`config.mk`:
```
export PLATFORM = sky130hd
export DESIGN_NAME = csb_top
export DESIGN_NICKNAME = d
export VERILOG_FILES = /design/src/rtl/csb_pkg.sv /design/src/rtl/cmd_fetch.sv /design/src/rtl/cmd_decode.sv /design/src/rtl/csb_ctrl.sv /design/src/rtl/result_wr_engine.sv /design/src/rtl/csb_top.sv
export SDC_FILE = /design/constraint.sdc
export NUM_CORES = 1
export LEC_CHECK = 0
export BUFFER_PORTS_ARGS = -buffer_cell sky130_fd_sc_hd__buf_4
export CAP_MARGIN = 0
export CORE_ASPECT_RATIO = 0.8
export CORE_MARGIN = 3
export CORE_UTILIZATION = 55
export CTS_BUF_LIST = sky130_fd_sc_hd__clkbuf_16
export DETAILED_ROUTE_END_ITERATION = 6
export GPL_TIMING_DRIVEN = 0
export MAX_ROUTING_LAYER = met4
export PLACE_DENSITY = 0.75
export SLEW_MARGIN = 20
export SYNTH_ARGS = -nofsm -noshare
export SYNTH_HDL_FRONTEND = slang
export SYNTH_SLANG_ARGS = --single-unit
```
`constraint.sdc`:
```
create_clock -name clk -period 13.5 [get_ports clk]
set_clock_uncertainty 0.05 [all_clocks]
set_input_delay 2.7 -clock clk [delete_from_list [all_inputs] [get_ports clk]]
set_output_delay 2.7 -clock clk [all_outputs]
set_load 0.01 [all_outputs]
```
`src/rtl/csb_pkg.sv`:
```
package csb_pkg;

    // One layer command is a burst of eight 32-bit words
    localparam int CMD_BURST_LEN = 8;
    localparam int CMD_WORD_W    = 32;

    // Word position inside a command burst, 0 to 7
    typedef logic [2:0] word_idx_t;

    // Sequencer states
    typedef enum logic [2:0] {
        ST_IDLE      = 3'd0,
        // Burst read of one command
        ST_CMD_GET   = 3'd1,
        // Single cycle, engine start
        ST_CMD_ISSUE = 3'd2,
        // Waiting for engine done
        ST_OP_RUN    = 3'd3,
        // All commands done, irq raised
        ST_FINISH    = 3'd4
    } state_t;

    // Layer op types from word 0 bits 2:0
    localparam logic [2:0] OP_IDLE      = 3'b000;
    localparam logic [2:0] OP_CONV_RELU = 3'b001;
    localparam logic [2:0] OP_MAX_POOL  = 3'b100;
    localparam logic [2:0] OP_AVG_POOL  = 3'b101;

endpackage

```
`src/rtl/cmd_fetch.sv`:
```
`timescale 1ns/1ps

module cmd_fetch #(
    parameter int ADDR_W = 30
) (
    input  logic                 clk,
    input  logic                 rst,
    input  logic                 i_fetch_en,
    input  logic                 i_cmd_we,
    output logic                 o_cmd_rd_en,
    output logic [ADDR_W-1:0]    o_cmd_addr,
    output logic                 o_word_stb,
    output csb_pkg::word_idx_t   o_word_idx,
    output logic                 o_burst_done
);

    // Index of the final word in a burst
    localparam csb_pkg::word_idx_t LAST_IDX = csb_pkg::word_idx_t'(csb_pkg::CMD_BURST_LEN - 1);

    csb_pkg::word_idx_t word_cnt;

    // Words seen while the read enable is low are dropped
    assign o_word_stb   = i_cmd_we && o_cmd_rd_en;
    assign o_word_idx   = word_cnt;
    assign o_burst_done = o_word_stb && (word_cnt == LAST_IDX);

    // Read enable follows fetch enable by one cycle
    // and drops right after the last word is taken
    always_ff @(posedge clk or posedge rst) begin
        if (rst) begin
            o_cmd_rd_en <= 1'b0;
        end else begin
            o_cmd_rd_en <= i_fetch_en && !o_burst_done;
        end
    end

    // Burst counter, reloaded whenever fetch is idle
    always_ff @(posedge clk or posedge rst) begin
        if (rst) begin
            word_cnt <= '0;
        end else if (!i_fetch_en) begin
            word_cnt <= '0;
        end else if (o_word_stb) begin
            word_cnt <= word_cnt + 1'b1;
        end
    end

    // Running byte address over all commands
    always_ff @(posedge clk or posedge rst) begin
        if (rst) begin
            o_cmd_addr <= '0;
        end else if (o_word_stb) begin
            o_cmd_addr <= o_cmd_addr + ADDR_W'(4);
        end
    end

endmodule

```
`src/rtl/cmd_decode.sv`:
```
`timescale 1ns/1ps

module cmd_decode #(
    parameter int ADDR_W = 30
) (
    input  logic                              clk,
    input  logic                              rst,
    input  logic                              i_word_stb,
    input  csb_pkg::word_idx_t                i_word_idx,
    input  logic [csb_pkg::CMD_WORD_W-1:0]    i_cmd_word,
    output logic [2:0]                        o_op_type,
    output logic [3:0]                        o_stride,
    output logic [7:0]                        o_kernel,
    output logic [7:0]                        o_i_side,
    output logic [7:0]                        o_o_side,
    output logic [15:0]                       o_i_channel,
    output logic [15:0]                       o_o_channel,
    output logic [1:0]                        o_result_mask,
    output logic [7:0]                        o_kernel_size,
    output logic [15:0]                       o_stride2,
    output logic [ADDR_W-1:0]                 o_weight_addr,
    output logic [ADDR_W-1:0]                 o_data_addr,
    output logic [ADDR_W-1:0]                 o_p0_addr,
    output logic [ADDR_W-1:0]                 o_p1_addr,
    output logic [7:0]                        o_p0_pad_head,
    output logic [7:0]                        o_p0_pad_body,
    output logic [7:0]                        o_p1_pad_head,
    output logic [7:0]                        o_p1_pad_body
);

    // Each word updates only its own fields
    // Fields hold until the same word of the next burst
    always_ff @(posedge clk or posedge rst) begin
        if (rst) begin
            o_op_type     <= '0;
            o_stride      <= '0;
            o_kernel      <= '0;
            o_i_side      <= '0;
            o_o_side      <= '0;
            o_i_channel   <= '0;
            o_o_channel   <= '0;
            o_result_mask <= '0;
            o_kernel_size <= '0;
            o_stride2     <= '0;
            o_weight_addr <= '0;
            o_data_addr   <= '0;
            o_p0_addr     <= '0;
            o_p1_addr     <= '0;
            o_p0_pad_head <= '0;
            o_p0_pad_body <= '0;
            o_p1_pad_head <= '0;
            o_p1_pad_body <= '0;
        end else if (i_word_stb) begin
            case (i_word_idx)
                // Op type and geometry, bit 3 unused
                3'd0: begin
                    o_op_type <= i_cmd_word[2:0];
                    o_stride  <= i_cmd_word[7:4];
                    o_kernel  <= i_cmd_word[15:8];
                    o_i_side  <= i_cmd_word[23:16];
                    o_o_side  <= i_cmd_word[31:24];
                end
                3'd1: begin
                    o_i_channel <= i_cmd_word[15:0];
                    o_o_channel <= i_cmd_word[31:16];
                end
                // Mask, kernel size and kernel times stride
                3'd2: begin
                    o_result_mask <= i_cmd_word[1:0];
                    o_kernel_size <= i_cmd_word[15:8];
                    o_stride2     <= i_cmd_word[31:16];
                end
                3'd3: o_weight_addr <= i_cmd_word[ADDR_W-1:0];
                3'd4: o_data_addr   <= i_cmd_word[ADDR_W-1:0];
                3'd5: o_p0_addr     <= i_cmd_word[ADDR_W-1:0];
                3'd6: o_p1_addr     <= i_cmd_word[ADDR_W-1:0];
                // Padding bytes, low byte first
                default: begin
                    o_p0_pad_head <= i_cmd_word[7:0];
                    o_p0_pad_body <= i_cmd_word[15:8];
                    o_p1_pad_head <= i_cmd_word[23:16];
                    o_p1_pad_body <= i_cmd_word[31:24];
                end
            endcase
        end
    end

endmodule

```
`src/rtl/csb_ctrl.sv`:
```
`timescale 1ns/1ps

module csb_ctrl (
    input  logic              clk,
    input  logic              rst,
    input  logic              i_op_en,
    input  logic [6:0]        i_cmd_count,
    input  logic              i_burst_done,
    input  logic              i_eng_done,
    output logic              o_fetch_en,
    output logic              o_eng_start,
    output logic              o_engine_valid,
    output logic              o_engine_reset,
    output csb_pkg::state_t   o_state,
    output logic [6:0]        o_done_count,
    output logic              o_irq
);

    csb_pkg::state_t state;
    csb_pkg::state_t state_nxt;
    logic            last_cmd;
    logic            eng_active;

    // True when the command now finishing is the last one
    assign last_cmd = (o_done_count + 7'd1) == i_cmd_count;

    always_ff @(posedge clk or posedge rst) begin
        if (rst) begin
            state <= csb_pkg::ST_IDLE;
        end else begin
            state <= state_nxt;
        end
    end

    always_comb begin
        state_nxt = state;
        case (state)
            csb_pkg::ST_IDLE: begin
                if (i_op_en) begin
                    state_nxt = csb_pkg::ST_CMD_GET;
                end
            end
            csb_pkg::ST_CMD_GET: begin
                if (i_burst_done) begin
                    state_nxt = csb_pkg::ST_CMD_ISSUE;
                end
            end
            // Issue always lasts a single cycle
            csb_pkg::ST_CMD_ISSUE: begin
                state_nxt = csb_pkg::ST_OP_RUN;
            end
            csb_pkg::ST_OP_RUN: begin
                if (i_eng_done) begin
                    state_nxt = last_cmd ? csb_pkg::ST_FINISH : csb_pkg::ST_CMD_GET;
                end
            end
            csb_pkg::ST_FINISH: begin
                state_nxt = csb_pkg::ST_FINISH;
            end
            default: begin
                state_nxt = csb_pkg::ST_IDLE;
            end
        endcase
    end

    // Completed command count
    always_ff @(posedge clk or posedge rst) begin
        if (rst) begin
            o_done_count <= '0;
        end else if (state == csb_pkg::ST_OP_RUN && i_eng_done) begin
            o_done_count <= o_done_count + 7'd1;
        end
    end

    // Interrupt one cycle into finish, sticky until reset
    always_ff @(posedge clk or posedge rst) begin
        if (rst) begin
            o_irq <= 1'b0;
        end else if (state == csb_pkg::ST_FINISH) begin
            o_irq <= 1'b1;
        end
    end

    // Engine is live from issue until its done pulse
    assign eng_active = (state == csb_pkg::ST_CMD_ISSUE) || (state == csb_pkg::ST_OP_RUN);

    assign o_fetch_en     = (state == csb_pkg::ST_CMD_GET);
    assign o_eng_start    = (state == csb_pkg::ST_CMD_ISSUE);
    assign o_engine_valid = eng_active;
    assign o_engine_reset = !eng_active;
    assign o_state        = state;

endmodule

```
`src/rtl/result_wr_engine.sv`:
```
`timescale 1ns/1ps

module result_wr_engine #(
    parameter int ADDR_W = 30
) (
    input  logic                 clk,
    input  logic                 rst,
    input  logic                 i_start,
    input  logic [2:0]           i_op_type,
    input  logic [7:0]           i_o_side,
    input  logic [15:0]          i_o_channel,
    input  logic [1:0]           i_result_mask,
    input  logic [ADDR_W-1:0]    i_p0_addr,
    input  logic [ADDR_W-1:0]    i_p1_addr,
    input  logic                 i_res_stall,
    output logic                 o_res_we,
    output logic                 o_res_port,
    output logic [ADDR_W-1:0]    o_res_addr,
    output logic                 o_done,
    output logic                 o_busy
);

    // Output elements per layer, o_side squared times channels
    logic [31:0]        elem_total;
    logic [31:0]        elem_cnt;
    logic [31:0]        elem_num;
    logic [1:0]         mask_q;
    logic [ADDR_W-1:0]  p0_base;
    logic [ADDR_W-1:0]  p1_base;
    // Byte offset of the current element, 4 per element
    logic [ADDR_W-1:0]  offs;
    logic               port_ph;
    logic               no_beats;
    logic               beat_ok;
    logic               elem_end;

    assign elem_num = i_o_side * i_o_side * i_o_channel;
    assign no_beats = (i_op_type == csb_pkg::OP_IDLE) || (i_result_mask == 2'b00)
                      || (elem_num == 32'd0);

    // A beat is written when not stalled
    assign beat_ok  = o_busy && !i_res_stall;
    // Port 1 beat, or port 0 with port 1 masked off, closes the element
    assign elem_end = port_ph || !mask_q[1];

    always_ff @(posedge clk or posedge rst) begin
        if (rst) begin
            o_busy  <= 1'b0;
            o_done  <= 1'b0;
            port_ph <= 1'b0;
            mask_q  <= '0;
        end else begin
            o_done <= 1'b0;
            if (i_start) begin
                mask_q <= i_result_mask;
                if (no_beats) begin
                    // Nothing to write, finish straight away
                    o_done <= 1'b1;
                end else begin
                    o_busy  <= 1'b1;
                    port_ph <= !i_result_mask[0];
                end
            end else if (beat_ok) begin
                if (elem_end) begin
                    port_ph <= !mask_q[0];
                    if (elem_cnt == elem_total - 32'd1) begin
                        o_busy <= 1'b0;
                        o_done <= 1'b1;
                    end
                end else begin
                    port_ph <= 1'b1;
                end
            end
        end
    end

    // Counters and latched bases
    always_ff @(posedge clk) begin
        if (i_start) begin
            elem_total <= elem_num;
            elem_cnt   <= '0;
            offs       <= '0;
            p0_base    <= i_p0_addr;
            p1_base    <= i_p1_addr;
        end else if (beat_ok && elem_end) begin
            elem_cnt <= elem_cnt + 32'd1;
            offs     <= offs + ADDR_W'(4);
        end
    end

    // Beat held steady while stalled
    assign o_res_we   = o_busy;
    assign o_res_port = port_ph;
    assign o_res_addr = (port_ph ? p1_base : p0_base) + offs;

endmodule

```
`src/rtl/csb_top.sv`:
```
`timescale 1ns/1ps

module csb_top #(
    parameter int ADDR_W = 30
) (
    input  logic                              clk,
    input  logic                              rst,
    input  logic                              i_op_en,
    input  logic [6:0]                        i_cmd_count,
    input  logic                              i_cmd_we,
    input  logic [csb_pkg::CMD_WORD_W-1:0]    i_cmd_word,
    input  logic                              i_res_stall,
    output logic                              o_cmd_rd_en,
    output logic [ADDR_W-1:0]                 o_cmd_addr,
    output logic                              o_res_we,
    output logic                              o_res_port,
    output logic [ADDR_W-1:0]                 o_res_addr,
    output logic                              o_irq,
    output csb_pkg::state_t                   o_state,
    output logic                              o_engine_valid,
    output logic                              o_engine_reset,
    // Descriptor fields for the MAC, fetch and padding blocks
    output logic [3:0]                        o_stride,
    output logic [7:0]                        o_kernel,
    output logic [7:0]                        o_i_side,
    output logic [15:0]                       o_i_channel,
    output logic [7:0]                        o_kernel_size,
    output logic [15:0]                       o_stride2,
    output logic [ADDR_W-1:0]                 o_weight_addr,
    output logic [ADDR_W-1:0]                 o_data_addr,
    output logic [7:0]                        o_p0_pad_head,
    output logic [7:0]                        o_p0_pad_body,
    output logic [7:0]                        o_p1_pad_head,
    output logic [7:0]                        o_p1_pad_body
);

    logic                 fetch_en;
    logic                 burst_done;
    logic                 word_stb;
    csb_pkg::word_idx_t   word_idx;
    logic                 eng_start;
    logic                 eng_done;
    // Descriptor fields the engine acts on
    logic [2:0]           op_type;
    logic [7:0]           o_side;
    logic [15:0]          o_channel;
    logic [1:0]           result_mask;
    logic [ADDR_W-1:0]    p0_addr;
    logic [ADDR_W-1:0]    p1_addr;

    csb_ctrl ctrl_i (
        .clk            (clk),
        .rst            (rst),
        .i_op_en        (i_op_en),
        .i_cmd_count    (i_cmd_count),
        .i_burst_done   (burst_done),
        .i_eng_done     (eng_done),
        .o_fetch_en     (fetch_en),
        .o_eng_start    (eng_start),
        .o_engine_valid (o_engine_valid),
        .o_engine_reset (o_engine_reset),
        .o_state        (o_state),
        .o_done_count   (),
        .o_irq          (o_irq)
    );

    cmd_fetch #(.ADDR_W(ADDR_W)) fetch_i (
        .clk          (clk),
        .rst          (rst),
        .i_fetch_en   (fetch_en),
        .i_cmd_we     (i_cmd_we),
        .o_cmd_rd_en  (o_cmd_rd_en),
        .o_cmd_addr   (o_cmd_addr),
        .o_word_stb   (word_stb),
        .o_word_idx   (word_idx),
        .o_burst_done (burst_done)
    );

    cmd_decode #(.ADDR_W(ADDR_W)) decode_i (
        .clk           (clk),
        .rst           (rst),
        .i_word_stb    (word_stb),
        .i_word_idx    (word_idx),
        .i_cmd_word    (i_cmd_word),
        .o_op_type     (op_type),
        .o_stride      (o_stride),
        .o_kernel      (o_kernel),
        .o_i_side      (o_i_side),
        .o_o_side      (o_side),
        .o_i_channel   (o_i_channel),
        .o_o_channel   (o_channel),
        .o_result_mask (result_mask),
        .o_kernel_size (o_kernel_size),
        .o_stride2     (o_stride2),
        .o_weight_addr (o_weight_addr),
        .o_data_addr   (o_data_addr),
        .o_p0_addr     (p0_addr),
        .o_p1_addr     (p1_addr),
        .o_p0_pad_head (o_p0_pad_head),
        .o_p0_pad_body (o_p0_pad_body),
        .o_p1_pad_head (o_p1_pad_head),
        .o_p1_pad_body (o_p1_pad_body)
    );

    result_wr_engine #(.ADDR_W(ADDR_W)) engine_i (
        .clk           (clk),
        .rst           (rst),
        .i_start       (eng_start),
        .i_op_type     (op_type),
        .i_o_side      (o_side),
        .i_o_channel   (o_channel),
        .i_result_mask (result_mask),
        .i_p0_addr     (p0_addr),
        .i_p1_addr     (p1_addr),
        .i_res_stall   (i_res_stall),
        .o_res_we      (o_res_we),
        .o_res_port    (o_res_port),
        .o_res_addr    (o_res_addr),
        .o_done        (eng_done),
        .o_busy        ()
    );

endmodule

```
==> out/qor.txt <==
RUN STATUS
------------------------------------------------------------------------------------------
Status                                                                        finished clean

SYNTHESIS
------------------------------------------------------------------------------------------
Share of synthesized registers carrying an async set or reset                        0.655
Post-synthesis xor/xnor area fraction                                               0.0601
Synthesized area                                                               29,300 um^2
Most frequently used flop master after synthesis                                   dfrtp_1
Share of cell area taken by muxes after synthesis                                    0.108
Cell variety after synth                                                                84
Post-synthesis sequential area ratio                                                 0.382
Mean Syn Cell Area                                                               10.9 um^2
Share of the synthesized area in compound gates (AO/OA/AOI/OAI)                     0.0532
Share of synthesized cell area in full adder, half adder and majority cells          0.215
Dominant combinational cell family by area after synthesis                     adder cells
Number of flops mapped to enable cells by yosys                                         92
Area share of and/or/nand/nor cells after synthesis                                  0.130
Number of warnings printed during yosys synthesis                                        0
Post-Syn Instances                                                                   2,697
Total of flip-flops plus latches after synthesis                                       441

MIN PATH
------------------------------------------------------------------------------------------
Type of the tightest min-delay check                                               reg2reg

GLOBAL ROUTING
------------------------------------------------------------------------------------------
Vias in the first global route                                                      21,800
Pin count of the biggest net entering global routing                                   103
Number of antenna violations at the first check in global routing                        1
Wire length of the first global-routing pass                                    121,000 um
Grt ovf                                                                                  0
Tot GR Track Use                                                                     0.282

SETUP PATH
------------------------------------------------------------------------------------------
Cell with the largest stage delay on the worst path                               clkbuf_1
Largest fanout on the critical path                                                     10
Dominant delay contributor by cell family on the critical path                 adder cells
Data required, critical path                                                     13,890 ps
Kind of end point of the critical path                                                flop
Critical path capture point                                                   engine_i.o_done
Reg2reg start                                                                 decode_i.o_o_side[0]
Register-to-register setup slack                                                   1100 ps
Crit Path Class                                                                    reg2reg
Data arrival time of the critical path                                           12,790 ps
Cell count of the worst reg-to-reg path                                                 41
Number of buffers and inverters on the critical path                                     8
Kind of start point of the critical path                                              flop
Delay of the slowest critical-path stage                                            600 ps
FF-to-FF End                                                                  engine_i.o_done
Critical path origin                                                          decode_i.o_o_side[0]
Logic depth of the worst setup path including buffers                                   41
CP most frequent cell                                                                 fa_1

TIMING
------------------------------------------------------------------------------------------
Final cycle utilization of the critical path                                         0.918
Final setup viols                                                                        0
Maximum frequency from static timing analysis                                     80.7 MHz
Final count of pins violating max slew                                                   0
Tightest Pin Transition                                                             879 ps
Post-route setup TNS                                                                  0 ps
Max-slew headroom                                                                    0.414
Period minus WS final                                                            12,400 ps
RSZ-0062 raised after global routing                                                 false
Count of final hold-check violations                                                     0

CLOCK TREE
------------------------------------------------------------------------------------------
Clock Sinks                                                                            441
Count of hold-fix buffers inserted at cts                                                0
Clock root buffer                                                                clkbuf_16
CTS Buffer Depth                                                                         3
Clock edge transition at the registers on the reported setup and hold paths          60 ps
Gates resized, CTS repair                                                                0
Number of buffers inserted during clock tree synthesis                                  44
Source-to-sink clock delay at the later pin of the worst-skew pair                  570 ps
Clock tree from TritonCTS                                                              yes
Setup Buffers After CTS                                                                  0
CTS H-tree depth                                                                         2

FINAL LAYOUT
------------------------------------------------------------------------------------------
Net count reported at finish                                                         3,433
Fillers                                                                              4,071
Area occupied by registers                                                     11,200 um^2
Fraction of layout instances using a drive strength above 1                          0.207
Multi-input gate area in the final layout                                      16,600 um^2
Synth-to-Final Area Change                                                           14.7%

ROUTE
------------------------------------------------------------------------------------------
WL/cell                                                                            20.6 um
Final ANT Viol Nets                                                                      0
Via total after detailed routing                                                    20,900
Starting DRT DRC Count                                                               1,401
Pre-Repair DR Iteration Count                                                            5
Detail-routed via count per cell                                                      5.60
Residual DRC count                                                                       0
Total wirelength of the detailed-routed design                                   76,900 um

DIE
------------------------------------------------------------------------------------------
Count of standard-cell rows                                                             74
Top Ports                                                                              265
Initial Util                                                                         0.565
Die Span X                                                                          264 um
Height of the die                                                                   212 um
Core footprint                                                                 51,800 um^2
Area of the die                                                                56,100 um^2

PLACEMENT
------------------------------------------------------------------------------------------
Placer Congestion                                                                    0.992
Hpwl dp                                                                          59,700 um
Count of buffers inserted at the top-level ports                                       262

RUN
------------------------------------------------------------------------------------------
Max_cap viols                                                                            0

-- placed cells by master (no fill, tap or decap), drive strengths merged, types with 14 or more instances in the layout --
master	synthesis	final
nor3	29	29
nor2	148	148
a21oi	65	65
clkbuf	73	119
xor2	84	84
fa	203	203
a21o	26	26
o21ai	47	47
edfxtp	92	92
mux2	271	271
a211oi	14	14
and3	29	29
buf	19	284
nand3	63	63
dfxtp	60	60
or3	22	22
xnor2	117	117
dfrtp	289	289
nand2	229	229
and2	155	155
ha	177	177
inv	308	329
nand4	31	31
-- metrics by stage --
| stage | area, um^2 | hold WS, ps | std cells | util | worst slack [ps] |
|---|---|---|---|---|---|
| detailed placement | 32200 | 379 | 3647 | 0.621 | 1100 |
| CTS | 33600 | 393 | 3728 | 0.648 | 1050 |
| global route | 33600 | 396 | 3729 | 0.648 | 244 |
| floorplan | 29300 | 369 | 2698 | - | 2770 |
| finish | 33600 | 394 | 3729 | 0.648 | 1100 |
| global placement | 32100 | 375 | 3644 | 0.619 | 63.3 |
-- cell families (layout without fill, tap and decap cells) --
| family | Yosys count | in the layout |
|---|---|---|
| XOR/XNOR | 201 | 201 |
| other | 1 | 3 |
| buffers and inverters | 400 | 746 |
| multiplexers | 280 | 280 |
| AND/OR/NAND/NOR | 762 | 762 |
| flip-flops | 441 | 441 |
| AO/OA/AOI/OAI | 231 | 231 |
| adder cells (fa/ha/maj) | 381 | 381 |
-- layout make-up --
type / instances / area share
Clock buffer: 46 / 0.0343
Inverter: 308 / 0.0346
Multi-Input combinational cell: 1857 / 0.493
Sequential cell: 441 / 0.333
Timing Repair Buffer: 265 / 0.0608
Clock inverter: 35 / 0.00696
Antenna cell: 1 / 0.0000745
Tap cell: 684 / 0.0255
Buffer: 92 / 0.0112
-- how the worst min path moves through the flow --
stage                                      start                   end  slack (ps)  depth (start not counted)
after floorplan            decode_i.o_p0_addr[0]   engine_i.p0_base[0]         370                          0
after global placement    decode_i.o_p0_addr[11]  engine_i.p0_base[11]         380                          0
after detailed placement  decode_i.o_p1_addr[25]  engine_i.p1_base[25]         380                          0
after CTS                 decode_i.o_p0_addr[21]  engine_i.p0_base[21]         390                          0
after global routing      decode_i.o_p0_addr[21]  engine_i.p0_base[21]         400                          0
final                     decode_i.o_p0_addr[21]  engine_i.p0_base[21]         390                          0
-- per-layer routing --
layer / share of wire / global-route usage
met4: 0.022 / 0.0618
met5: 0 / -
met2: 0.45 / 0.423
met1: 0.44 / 0.387
met3: 0.091 / 0.0786
-- flip-flops by register name (all words and copies together), names as in the netlist, 4 cells and up --
signal	flops
decode_i.o_p1_addr	30
decode_i.o_o_side	8
engine_i.p1_base	30
engine_i.offs	28
decode_i.o_data_addr	30
decode_i.o_weight_addr	30
fetch_i.o_cmd_addr	28
decode_i.o_stride	4
engine_i.elem_cnt	32
decode_i.o_p1_pad_body	8
decode_i.o_kernel	8
engine_i.p0_base	30
decode_i.o_p0_addr	30
decode_i.o_p0_pad_body	8
ctrl_i.o_done_count	7
decode_i.o_p0_pad_head	8
engine_i.elem_total	32
decode_i.o_p1_pad_head	8
decode_i.o_stride2	16
decode_i.o_i_channel	16
decode_i.o_kernel_size	8
decode_i.o_i_side	8
decode_i.o_o_channel	16
-- cells in the mapped netlist, drive strengths merged (7+ instances only) --
library cell	instances	area share
inv	308	0.039
dfrtp	289	0.25
mux2	271	0.10
nand2	229	0.029
fa	203	0.14
ha	177	0.076
and2	155	0.033
nor2	148	0.019
xnor2	117	0.035
edfxtp	92	0.094
xor2	84	0.025
clkbuf	73	0.0094
a21oi	65	0.011
nand3	63	0.011
dfxtp	60	0.041
o21ai	47	0.0080
nand4	31	0.0066
and3	29	0.0062
nor3	29	0.0051
a21o	26	0.0067
or3	22	0.0052
buf	19	0.0034
a211oi	14	0.0039
o21a	11	0.0028
and4	9	0.0028
nand2b	9	0.0019
o21bai	9	0.0023
mux2i	8	0.0027
nor4	8	0.0019
o211ai	8	0.0021
nor2b	7	0.0015
Power is left out: the tool's default activity adds up to more than one toggle a clock period on the data nets, which glitch-free logic cannot reach.
